[config.mk]
export PLATFORM = sky130hd
export DESIGN_NAME = posit_div_top
export DESIGN_NICKNAME = d
export VERILOG_FILES = /design/src/design/ppu_pkg.sv /design/src/design/core_div.sv /design/src/design/mant_recip_seed.sv /design/src/design/newton_raphson.sv /design/src/design/posit_decode.sv /design/src/design/posit_div_top.sv /design/src/design/posit_encode.sv
export SDC_FILE = /design/constraint.sdc
export NUM_CORES = 2
export LEC_CHECK = 0
export BUFFER_PORTS_ARGS = -buffer_cell sky130_fd_sc_hd__buf_2
export CORE_MARGIN = 5
export CORE_UTILIZATION = 47
export DETAILED_ROUTE_END_ITERATION = 7
export PLACE_DENSITY = 0.76
export RECOVER_POWER = 100
export SLEW_MARGIN = 20
export SYNTH_ARGS = -nofsm -noshare
export SYNTH_HDL_FRONTEND = slang
export SYNTH_SLANG_ARGS = --single-unit
[constraint.sdc]
create_clock -name clk_i -period 19.77 [get_ports clk_i]
set_input_delay 0.9885 -clock clk_i [delete_from_list [all_inputs] [get_ports clk_i]]
set_output_delay 0.9885 -clock clk_i [all_outputs]
set_load 0.005 [all_outputs]
[src/design/ppu_pkg.sv]
`default_nettype none

package ppu_pkg;

  // posit format
  localparam int N  = 16;
  localparam int ES = 1;

  // mantissa with the hidden bit
  localparam int MANT_SIZE     = N - ES - 2 + 1;
  localparam int RECIP_SIZE    = 3 * MANT_SIZE - 4;
  localparam int NR_SIZE       = 2 * MANT_SIZE;
  localparam int MANT_DIV_SIZE = MANT_SIZE + NR_SIZE;

  // total exponent is regime * 2^ES + exponent
  localparam int TE_BITS = 7;
  // largest total exponent, reached by maxpos
  localparam int TE_MAX  = (N - 2) << ES;

  typedef logic [N-1:0]              posit_t;
  typedef logic signed [TE_BITS-1:0] exponent_t;
  typedef logic [MANT_SIZE-1:0]      mant_t;
  typedef logic [RECIP_SIZE-1:0]     recip_t;
  typedef logic [NR_SIZE-1:0]        nr_recip_t;

  localparam posit_t NAR = {1'b1, {(N - 1){1'b0}}};

  typedef struct packed {
    logic      is_zero;
    logic      is_nar;
    logic      sign;
    exponent_t te;
    mant_t     mant;
  } posit_fields_t;

  // mant holds the hidden one at the top and one guard bit at the bottom
  typedef struct packed {
    logic               valid;
    logic               is_zero;
    logic               is_nar;
    logic               sign;
    exponent_t          te;
    logic [MANT_SIZE:0] mant;
    logic               sticky;
  } div_result_t;

endpackage

`default_nettype wire

[src/design/core_div.sv]
`default_nettype none

module core_div (
  input  logic                   clk_i,
  input  logic                   rst,
  input  logic                   valid_i,
  input  ppu_pkg::posit_fields_t op_a_i,
  input  ppu_pkg::posit_fields_t op_b_i,
  output ppu_pkg::div_result_t   result_o
);

  // position of the ones digit in the mantissa product
  localparam int ONE_BIT = ppu_pkg::MANT_DIV_SIZE - 2;
  localparam int QM_W    = ppu_pkg::MANT_SIZE + 1;

  ppu_pkg::recip_t    x0;
  ppu_pkg::nr_recip_t x1;

  logic               valid_q;
  logic               nar_q;
  logic               zero_q;
  logic               sign_q;
  ppu_pkg::exponent_t te_diff_q;
  ppu_pkg::mant_t     mant_a_q;

  logic [ppu_pkg::MANT_DIV_SIZE-1:0] mant_div;
  logic [ppu_pkg::MANT_DIV_SIZE-1:0] mant_norm;
  logic                              below_one;

  mant_recip_seed i_mant_recip_seed (
    .mant_i  (op_b_i.mant),
    .recip_o (x0)
  );

  newton_raphson i_newton_raphson (
    .clk_i (clk_i),
    .rst   (rst),
    .num_i (op_b_i.mant),
    .x0_i  (x0),
    .x1_o  (x1)
  );

  // stage two registers, aligned with the refined reciprocal
  always_ff @(posedge clk_i) begin
    if (rst) begin
      valid_q <= 1'b0;
      nar_q   <= 1'b0;
      zero_q  <= 1'b0;
    end else begin
      valid_q <= valid_i;
      nar_q   <= op_a_i.is_nar | op_b_i.is_nar | op_b_i.is_zero;
      zero_q  <= op_a_i.is_zero;
    end
  end

  always_ff @(posedge clk_i) begin
    sign_q    <= op_a_i.sign ^ op_b_i.sign;
    te_diff_q <= op_a_i.te - op_b_i.te;
    mant_a_q  <= op_a_i.mant;
  end

  always_comb begin
    mant_div  = mant_a_q * x1;
    // quotient of two mantissas lies in (0.5, 2)
    below_one = ~mant_div[ONE_BIT];
    mant_norm = below_one ? mant_div << 1 : mant_div;

    result_o.valid   = valid_q;
    result_o.is_nar  = nar_q;
    result_o.is_zero = zero_q & ~nar_q;
    result_o.sign    = sign_q;
    result_o.te      = below_one ? te_diff_q - 1 : te_diff_q;
    result_o.mant    = mant_norm[ONE_BIT -: QM_W];
    result_o.sticky  = |mant_norm[ONE_BIT-QM_W:0];
  end

  // the refined reciprocal has to be close enough to keep the quotient normalised
  a_norm_mant: assert property (@(posedge clk_i) disable iff (rst)
    result_o.valid && !result_o.is_nar && !result_o.is_zero |-> result_o.mant[QM_W-1]);

endmodule

`default_nettype wire

[src/design/mant_recip_seed.sv]
`default_nettype none

module mant_recip_seed (
  input  ppu_pkg::mant_t  mant_i,
  output ppu_pkg::recip_t recip_o
);

  localparam int FRAC_W  = ppu_pkg::MANT_SIZE - 1;
  localparam int OFS_W   = FRAC_W - 2;
  localparam int SEED_W  = 16;
  localparam int SLOPE_W = 12;
  localparam int PROD_W  = SLOPE_W + OFS_W;
  // slope * offset is scaled by 2^-(SLOPE_W + FRAC_W), the seed by 2^-SEED_W
  localparam int PROD_SHIFT = SLOPE_W + FRAC_W - SEED_W;

  logic [SEED_W-1:0]  base;
  logic [SLOPE_W-1:0] slope;
  logic [PROD_W-1:0]  prod;
  logic [SEED_W-1:0]  seed;

  always_comb begin
    // minimax lines for 1/m over quarters of [1, 2)
    case (mant_i[FRAC_W-1 -: 2])
      2'd0: begin
        base  = 16'd65171;
        slope = 12'd3277;
      end
      2'd1: begin
        base  = 16'd52230;
        slope = 12'd2185;
      end
      2'd2: begin
        base  = 16'd43570;
        slope = 12'd1560;
      end
      default: begin
        base  = 16'd37371;
        slope = 12'd1170;
      end
    endcase

    prod = slope * mant_i[OFS_W-1:0];
    seed = base - SEED_W'(prod >> PROD_SHIFT);

    // 1/1 needs the integer bit, every other seed is below one
    if (mant_i[FRAC_W-1:0] == '0) begin
      recip_o = {1'b1, {(ppu_pkg::RECIP_SIZE - 1){1'b0}}};
    end else begin
      recip_o = {1'b0, seed, {(ppu_pkg::RECIP_SIZE - 1 - SEED_W){1'b0}}};
    end
  end

endmodule

`default_nettype wire

[src/design/newton_raphson.sv]
`default_nettype none

module newton_raphson (
  input  logic               clk_i,
  input  logic               rst,
  input  ppu_pkg::mant_t     num_i,
  input  ppu_pkg::recip_t    x0_i,
  output ppu_pkg::nr_recip_t x1_o
);

  localparam int PROD_W = ppu_pkg::MANT_SIZE + ppu_pkg::RECIP_SIZE;
  localparam int CORR_W = ppu_pkg::NR_SIZE + 2;
  localparam int X1_W   = ppu_pkg::RECIP_SIZE + CORR_W;

  localparam ppu_pkg::mant_t     MANT_ONE  = {1'b1, {(ppu_pkg::MANT_SIZE - 1){1'b0}}};
  localparam ppu_pkg::nr_recip_t RECIP_ONE = {1'b1, {(ppu_pkg::NR_SIZE - 1){1'b0}}};

  logic [PROD_W-1:0] num_x0;
  logic [PROD_W-1:0] corr;
  logic [CORR_W-1:0] corr_t;
  logic [X1_W-1:0]   x1_full;

  always_comb begin
    // num * x0 has PROD_W-2 fraction bits, so 2.0 sits in the top bit
    num_x0  = num_i * x0_i;
    corr    = {1'b1, {(PROD_W - 1){1'b0}}} - num_x0;
    // keep NR_SIZE fraction bits of the correction term
    corr_t  = corr[PROD_W-1 -: CORR_W];
    x1_full = x0_i * corr_t;
  end

  always_ff @(posedge clk_i) begin
    if (rst) begin
      x1_o <= '0;
    end else begin
      x1_o <= x1_full[ppu_pkg::RECIP_SIZE +: ppu_pkg::NR_SIZE];
    end
  end

  // a unit divisor comes out of seed and refinement as exactly one
  a_unit_recip: assert property (@(posedge clk_i) disable iff (rst)
    num_i == MANT_ONE |=> x1_o == RECIP_ONE);

endmodule

`default_nettype wire

[src/design/posit_decode.sv]
`default_nettype none

module posit_decode (
  input  logic                   clk_i,
  input  logic                   rst,
  input  logic                   valid_i,
  input  ppu_pkg::posit_t        posit_i,
  output logic                   valid_o,
  output ppu_pkg::posit_fields_t fields_o
);

  localparam int BODY_W = ppu_pkg::N - 1;
  localparam int RUN_W  = $clog2(BODY_W + 1);

  ppu_pkg::posit_fields_t fields_d;
  ppu_pkg::posit_t        abs_word;
  logic [BODY_W-1:0]      body;
  logic [BODY_W-1:0]      run_bits;
  logic [BODY_W-1:0]      rest;
  logic [RUN_W-1:0]       run;
  logic                   regime_bit;
  logic [ppu_pkg::ES-1:0] exp_bits;
  ppu_pkg::exponent_t     run_te;
  ppu_pkg::exponent_t     k;

  always_comb begin
    abs_word   = posit_i[ppu_pkg::N-1] ? -posit_i : posit_i;
    body       = abs_word[BODY_W-1:0];
    regime_bit = body[BODY_W-1];

    // a run of ones is counted as a run of zeros on the inverted body
    run_bits = regime_bit ? ~body : body;
    run      = RUN_W'(BODY_W);
    for (int i = 0; i < BODY_W; i++) begin
      if (run_bits[i]) begin
        run = RUN_W'(BODY_W - 1 - i);
      end
    end

    // drop the regime run and its terminator
    rest     = body << (run + 1);
    exp_bits = rest[BODY_W-1 -: ppu_pkg::ES];
    run_te   = ppu_pkg::exponent_t'(run);
    k        = regime_bit ? run_te - 1 : -run_te;

    fields_d.is_zero = (posit_i == '0);
    fields_d.is_nar  = (posit_i == ppu_pkg::NAR);
    fields_d.sign    = posit_i[ppu_pkg::N-1];
    fields_d.te      = (k <<< ppu_pkg::ES) + ppu_pkg::exponent_t'(exp_bits);
    fields_d.mant    = {1'b1, rest[BODY_W-1-ppu_pkg::ES -: ppu_pkg::MANT_SIZE-1]};
  end

  always_ff @(posedge clk_i) begin
    if (rst) begin
      valid_o  <= 1'b0;
      fields_o <= '0;
    end else begin
      valid_o  <= valid_i;
      fields_o <= fields_d;
    end
  end

endmodule

`default_nettype wire

[src/design/posit_div_top.sv]
`default_nettype none

module posit_div_top (
  input  logic            clk_i,
  input  logic            rst,
  input  logic            valid_i,
  input  ppu_pkg::posit_t dividend_i,
  input  ppu_pkg::posit_t divisor_i,
  output logic            valid_o,
  output ppu_pkg::posit_t quotient_o
);

  logic                   dec_valid;
  ppu_pkg::posit_fields_t fields_a;
  ppu_pkg::posit_fields_t fields_b;
  ppu_pkg::div_result_t   result;

  // the dividend decoder carries the valid strobe
  posit_decode i_decode_a (
    .clk_i    (clk_i),
    .rst      (rst),
    .valid_i  (valid_i),
    .posit_i  (dividend_i),
    .valid_o  (dec_valid),
    .fields_o (fields_a)
  );

  posit_decode i_decode_b (
    .clk_i    (clk_i),
    .rst      (rst),
    .valid_i  (valid_i),
    .posit_i  (divisor_i),
    .valid_o  (),
    .fields_o (fields_b)
  );

  core_div i_core_div (
    .clk_i    (clk_i),
    .rst      (rst),
    .valid_i  (dec_valid),
    .op_a_i   (fields_a),
    .op_b_i   (fields_b),
    .result_o (result)
  );

  posit_encode i_posit_encode (
    .clk_i    (clk_i),
    .rst      (rst),
    .result_i (result),
    .valid_o  (valid_o),
    .posit_o  (quotient_o)
  );

endmodule

`default_nettype wire

[src/design/posit_encode.sv]
`default_nettype none

module posit_encode (
  input  logic                 clk_i,
  input  logic                 rst,
  input  ppu_pkg::div_result_t result_i,
  output logic                 valid_o,
  output ppu_pkg::posit_t      posit_o
);

  localparam int BODY_W = ppu_pkg::N - 1;
  localparam int RUN_W  = $clog2(BODY_W + 1);
  // terminator, exponent bits, fraction and guard
  localparam int TAIL_W = 1 + ppu_pkg::ES + ppu_pkg::MANT_SIZE;
  localparam int EXT_W  = BODY_W + TAIL_W + 1;

  ppu_pkg::exponent_t te_c;
  ppu_pkg::exponent_t k;
  ppu_pkg::exponent_t run_te;
  logic [RUN_W-1:0]   run;
  logic               regime_bit;
  logic [TAIL_W-1:0]  tail;
  logic [EXT_W-1:0]   ext;
  logic [EXT_W-1:0]   shifted;
  logic [BODY_W-1:0]  body;
  logic [BODY_W-1:0]  body_rnd;
  logic               round_bit;
  logic               sticky;
  logic               round_up;
  ppu_pkg::posit_t    word;

  always_comb begin
    // out of range results saturate to maxpos or minpos
    if (result_i.te > ppu_pkg::TE_MAX) begin
      te_c = ppu_pkg::exponent_t'(ppu_pkg::TE_MAX);
    end else if (result_i.te < -ppu_pkg::TE_MAX) begin
      te_c = ppu_pkg::exponent_t'(-ppu_pkg::TE_MAX);
    end else begin
      te_c = result_i.te;
    end

    k          = te_c >>> ppu_pkg::ES;
    regime_bit = ~k[ppu_pkg::TE_BITS-1];
    run_te     = regime_bit ? k + 1 : -k;
    run        = run_te[RUN_W-1:0];

    // shift the tail right by the run length and fill with the regime bit
    tail    = {~regime_bit, te_c[ppu_pkg::ES-1:0], result_i.mant[ppu_pkg::MANT_SIZE-1:0]};
    ext     = {tail, {(EXT_W - TAIL_W){1'b0}}};
    shifted = ext >> run;
    if (regime_bit) begin
      shifted = shifted | ~({EXT_W{1'b1}} >> run);
    end

    body      = shifted[EXT_W-1 -: BODY_W];
    round_bit = shifted[EXT_W-1-BODY_W];
    sticky    = (|shifted[EXT_W-2-BODY_W:0]) | result_i.sticky;

    // round to nearest even; body is never zero, and at maxpos the round bit
    // is the terminator, so this cannot reach zero or NaR
    round_up = round_bit & (sticky | body[0]);
    body_rnd = body + round_up;

    word = {1'b0, body_rnd};
    if (result_i.sign) begin
      word = -word;
    end
    if (result_i.is_nar) begin
      word = ppu_pkg::NAR;
    end else if (result_i.is_zero) begin
      word = '0;
    end
  end

  always_ff @(posedge clk_i) begin
    if (rst) begin
      valid_o <= 1'b0;
      posit_o <= '0;
    end else begin
      valid_o <= result_i.valid;
      if (result_i.valid) begin
        posit_o <= word;
      end
    end
  end

  // NaR and zero only ever come from a special case flagged upstream
  a_no_special_round: assert property (@(posedge clk_i) disable iff (rst)
    valid_o && !$past(result_i.is_nar) && !$past(result_i.is_zero)
      |-> posit_o != ppu_pkg::NAR && posit_o != '0);

endmodule

`default_nettype wire

Word-level counts from Yosys, hierarchy flattened
Cells that the tools add are included.
Storage, ports and cells
  flip-flop bits (word level): 119
  bits of input ports: 35
  output and inout bits: 17
  logic and storage cells: 122
Cells by class
  $add $sub $neg: 18
  multiply operators: 4
  magnitude comparators: 2
  equality and inequality tests: 4
  shift-type cells: 4
  muxes and demuxes: 50
  bitwise logic cells: 12
  reductions and logical operators: 6
Operators by type and width (count)
  4-bit two-way mux: 29
  38-bit by 30-bit multiplier with 66-bit output: 1
  15-bit by 32-bit left shift with 15-bit output: 2
  15-bit two-way mux: 4
  14-bit by 38-bit multiplier with 52-bit output: 1
  52-bit subtractor, first input constant: 1
  16-bit two-way mux: 3
  15-bit case mux with 3 select lines: 1
  14-bit by 28-bit multiplier with 41-bit output: 1
  40-bit two-way mux: 1
  38-bit two-way mux: 1
  12-bit case mux with 3 select lines: 1
  16-bit equality test, second input constant: 2
  16-bit zero test: 2
  32-bit two-way mux: 1
  32-bit NOT: 1
  32-bit OR: 1
  32-bit by 4-bit right shift with 32-bit output: 1
  32-bit by 4-bit right shift with 32-bit output, first input constant: 1
  15-bit negator: 2
  15-bit NOT: 2
  14-bit two-way mux: 2
  26-bit OR reduction: 1
  12-bit by 11-bit multiplier with 23-bit output: 1
  25 further kinds: 37

Logic depth before layout (Yosys ltp)
  depth in word-level cells: 22
  depth in mapped cells: 89

Cells and area by module
Synthesis repeated with hierarchy kept, for this count alone.
Unflattened totals
  cells, all modules: 9185
  area, all modules: 79268.5 um2
Modules (own cells, without submodules)
  newton_raphson: instances 1, cells each 5909, area an instance 52298.9 um2, sequential area each 560.5 um2
  core_div: instances 1, cells each 1577, area an instance 13595.5 um2, sequential area each 500.5 um2
  posit_decode: instances 2, cells each 366, area an instance 2798.9 um2, sequential area each 500.5 um2
  mant_recip_seed: instances 1, cells each 586, area an instance 4904.7 um2, sequential area each 0.0 um2
  posit_encode: instances 1, cells each 381, area an instance 2871.5 um2, sequential area each 340.3 um2

Least setup slack after synthesis
OpenSTA, ideal clock, no wires.
  path kind: register to register
  from: register i_decode_b.fields_o[12] in the netlist's numbering
  to: register i_core_div.i_newton_raphson.x1_o[26]
  setup time: 128 ps
  arrival time: 19415 ps
  required time: 19642 ps
  setup slack: 228 ps
  cell stages (with the launch flop): 80
  buffers on the path: 4
  clock period less this slack: 19542 ps
  cells stage by stage: dfxtp_1 ha_1 clkbuf_1 clkbuf_1 inv_1 nand2_1 fa_1 inv_1 ha_1 inv_1 fa_1 inv_1 fa_1 fa_1 ha_1 a21o_1 a21oi_1 o21bai_1 [44 not listed] fa_1 fa_1 fa_1 fa_1 fa_1 ha_1 ha_1 a21o_1 a21oi_1 nor2b_1 a211oi_1 o21ai_0 a21oi_1 o221ai_1 a21oi_1 a21oi_1 xnor2_1 nor2_1
Between the ends
  longest elaborated chain between the ends: 8
Ends and longest elaborated chain
  start, declared: line posit_decode.sv:9  | output ppu_pkg::posit_fields_t fields_o
  start signal, assigned: line posit_decode.sv:59  | fields_o <= fields_d;
  2-bit equality test (tied with other cells): line mant_recip_seed.sv:23  | case (mant_i[FRAC_W-1 -: 2])
  12-bit case mux with 3 select lines: line mant_recip_seed.sv:23
  12-bit by 11-bit multiplier with 23-bit output: line mant_recip_seed.sv:42  | prod = slope * mant_i[OFS_W-1:0];
  16-bit by 14-bit subtractor with 16-bit output: line mant_recip_seed.sv:43  | seed = base - SEED_W'(prod >> PROD_SHIFT);
  38-bit two-way mux: line mant_recip_seed.sv:46  | if (mant_i[FRAC_W-1:0] == '0) begin
  14-bit by 38-bit multiplier with 52-bit output: line newton_raphson.sv:25  | num_x0 = num_i * x0_i;
  52-bit subtractor: line newton_raphson.sv:26  | corr = {1'b1, {(PROD_W - 1){1'b0}}} - num_x0;
  38-bit by 30-bit multiplier with 66-bit output *: line newton_raphson.sv:29  | x1_full = x0_i * corr_t;
  end signal, assigned: line newton_raphson.sv:36  | x1_o <= x1_full[ppu_pkg::RECIP_SIZE +: ppu_pkg::NR_SIZE];
  end, declared: line newton_raphson.sv:8  | output ppu_pkg::nr_recip_t x1_o
Mark *: on every way between the ends. The rest lies on a longest branch, timed or not.
A chain may end at the register's enable or synchronous reset.

Worst setup path after layout
  from: register i_decode_b.fields_o[12] in the netlist's numbering
  to: register i_core_div.i_newton_raphson.x1_o[22]
The elaborated chain is that of the path after synthesis.

==> results by stage <==
Synth:
- Among all cell types in the netlist, the one instantiated most often is inv_1.
- Counting flops with a built-in enable in the synthesized netlist gives 0.
- In this run the cell area of the synthesized design comes to 50000 sq um.
- The number of standard cells after synthesis is 5902.
- The sequential element share of the synthesized area is 0.0473.
- The share of flip-flops with an asynchronous set or reset after synthesis is 0.
- The most used flip-flop cell after synthesis is dfxtp_1.
- In the post-synthesis netlist, the biggest area contributors are fa_1, ha_1, inv_1.
- By count the netlist is led by inv_1, fa_1, nand2_1.
- The flip-flop and latch count after synthesis is 118.
- Synthesis instantiated 109 different standard cells from the library.
- fa_1 takes more of the synthesized area than any other cell.
- The synthesized area per cell is 8.47 sq um.
- The total number of yosys warnings is 0.
- The area share of the largest cell type after synthesis is 0.389.

Layout:
- The area growth from synthesis to layout is 5.86%.
- The core occupancy in the finished layout is 0.502.
- Of the cells placed in the final design, the portion with a size suffix greater than 1 is 0.0581.
- The final standard cell count with taps included and fillers excluded is 7258.
- The number of inserted filler cells in the final layout is 9742.
- The number of nets in the layout is 7403.

Placement:
- The post-placement cell count is 7211.
- The wire-length estimate of the detail-placed layout is 107000 microns.
- Port buffering added 51 buffers.
- At the end of routability-driven placement, the weighted congestion stood at 0.936.

GRT:
- The first global-routing pass estimated 222000 microns of wire.
- The global-route congestion overflow total is 0.
- The number of global-route vias before repair is 42703.
- The maximum number of pins on one net before global-route repair is 88.
- The initial antenna violation count is 2.
- Across every metal layer, demand over resource in global routing totals 0.243.

Die:
- After floorplanning, the core was sized to cover 105000 sq um.
- The floorplan row count is 119.
- The die covers 113000 sq um.
- The y dimension of the die is 336 microns.
- For this configuration, the core starts out at a cell density of 0.474.
- During I/O placement, the number of pins put on the boundary was 52.
- The floorplan die width is 336 microns.

STA:
- For the pin with the worst max-slew slack, the measured transition is 1730 ps.
- The count of final setup violators is 0.
- The maximum frequency from static timing analysis is 0.0522 GHz.
- Measured against its own limit, the worst slew margin works out to -0.170.
- The final period utilization is 0.970.
- The worst clock skew is 14.0 ps.
- The final-report hold violation count is 0.
- The number of pins exceeding their max-slew limit in the final report is 3.
- The post-route minimum period is 19170 ps.

Critical path:
- STA puts the critical path data required time at 20080 ps.
- The classification of the worst setup path is flop to flop.
- The sort of element at the end of the critical path is a flop.
- The kind of launch point of the worst setup path is a flop.
- Among the stages of the critical path, the cell type that occurs most often is fa_1.
- The cell type of the slowest stage on the worst timing path is fa_1.
- In this run the worst path has a maximum fanout of 12.
- Data on the critical path arrives at its endpoint at 19490 ps.
- The largest single stage delay on the critical path is 530 ps.

Clock tree:
- The clock tree buffer depth is 2.
- In this run, post-CTS hold repair placed 0 buffers.
- The number of sinks on the clock net is 118.
- After clock tree synthesis, the clock-pin slew on the worst setup and hold paths is 70 ps.
- The clock reaches the later pin of the worst-skew pair after 470 ps.
- The root buffer cell chosen for the clock tree is clkbuf_16.
- The number of buffers inserted during clock tree synthesis is 17.
- The H-tree was split into 4 levels.
- TritonCTS built the clock tree.

Route:
- The routed layout has 40209 vias.
- For this block, the routed nets add up to 133000 microns of wire.
- The first detailed-routing pass ran for 7 iterations.
- In this run the remaining antenna-violating nets after routing total 0.
- The via count normalized by instance count is 5.54.
- For this run, design rule violations remaining after detail routing come to 0.
- Dividing the detail-routed wire length by the instance count gives 18.3 microns.
- After the first detailed-routing iteration, the DRC count stood at 2924.

Job:
- The reported max-cap violation count is 1.

Run status:
- The flow ran to the end, but the final reports show violations.
- The final reports fail on capacitance limit, slew limit.

Min path:
- The worst min-delay path category is flop to flop.
[critical path, delay by kind of cell (launching register included)]
family | cells | cell delay [ps]
adder cells (fa/ha/maj) | 24 | 10320
AO/OA/AOI/OAI | 22 | 4300
XOR/XNOR | 2 | 480
AND/OR/NAND/NOR | 17 | 2320
buffers and inverters | 13 | 1210
flip-flops | 1 | 390
[path summary, 6_finish.rpt]
check	end	slack (ps)	startpoint	cells past startpoint
worst min register to register	i_core_div.mant_a_q[1]$_DFF_P_	330	i_decode_a.fields_o[1]$_SDFF_PP0_	0
worst max-delay path	i_core_div.i_newton_raphson.x1_o[22]$_SDFF_PP0_	600	i_decode_b.fields_o[12]$_SDFF_PP0_	78
worst min-delay path	i_core_div.mant_a_q[1]$_DFF_P_	330	i_decode_a.fields_o[1]$_SDFF_PP0_	0
worst max register to register	i_core_div.i_newton_raphson.x1_o[22]$_SDFF_PP0_	600	i_decode_b.fields_o[12]$_SDFF_PP0_	78
[cell usage in the layout (no fill, tap or decap), types with 17 or more instances in the layout]
cell,n
a21oi_1,152
o21a_1,29
nand2_1,893
o21bai_1,18
a21o_1,53
fa_1,969
ha_1,538
nor2_1,283
and3_1,71
nand3_1,45
clkbuf_16,17
buf_2,32
o21ai_0,79
dfxtp_1,114
nand2b_1,29
o211ai_1,26
and2_1,277
mux2i_1,48
clkbuf_1,21
inv_1,1219
or2_2,31
a211oi_1,25
xnor2_1,121
nor2b_1,90
buf_4,130
xor2_1,69
nor3_1,79
[metal layers]
layer,global-route usage,part of all wire,vias up
met5,0,0,-
met4,0.0980,0.046,0
met3,0.0307,0.069,341
met2,0.412,0.48,1580
met1,0.317,0.40,20200
li1,-,-,18088
[kinds of logic (layout without fill, tap and decap cells)]
family,after synthesis,after routing,synth area share
other,2,15,0.000150
AOI/OAI and AO/OA,592,592,0.0832
adders and majority gates,1516,1516,0.525
DFF,118,118,0.0473
muxes,69,69,0.0152
buffers and inverters,1488,1440,0.113
xor gates and xnor gates,208,208,0.0366
and+or+nand+nor,1909,1909,0.179
[what timing repair did]
| action | 4_1_cts | 5_1_grt |
|---|---|---|
| setup buffers | 1 | 13 |
| endpoints found under the setup margin | 7 | 14 |
| pin swaps | 1 | 13 |
| gates resized for setup | 14 | 64 |
[state kept, by name (all words and copies together), names as in the netlist]
signal,cells
i_core_div.i_newton_raphson.x1_o,28
i_core_div.nar_q,1
i_core_div.valid_q,1
i_decode_b.fields_o,23
i_decode_a.valid_o,1
i_decode_a.fields_o,24
i_core_div.zero_q,1
i_posit_encode.valid_o,1
i_posit_encode.posit_o,16
i_core_div.sign_q,1
i_core_div.mant_a_q,14
i_core_div.te_diff_q,7
[stage by stage]
step | instance area, sq um | hold WS (ps) | setup WS (ps) | setup TNS, ps
finish | 52900 | 331 | 598 | 0
global route | 52900 | 335 | -126 | -412
CTS | 52500 | 332 | 5.55 | 0
detailed placement | 51900 | 318 | -455 | -1710
global placement | 51900 | 313 | -168 | -350
floorplan | 50000 | 310 | 228 | 0
[layout make-up]
type,count,area [sq um],area share
well taps,1391,1740,0.0329
multi-input cells,4308,42400,0.801
clock buffers,17,425,0.00804
clock inverters,15,145,0.00274
inverters,1221,4580,0.0866
repair buffers,187,1260,0.0238
diodes,1,2.50,0.0000473
flip-flops and latches,118,2370,0.0447
Power is left out: the tool's default activity adds up to more than one toggle a clock period on the data nets, which glitch-free logic cannot reach.
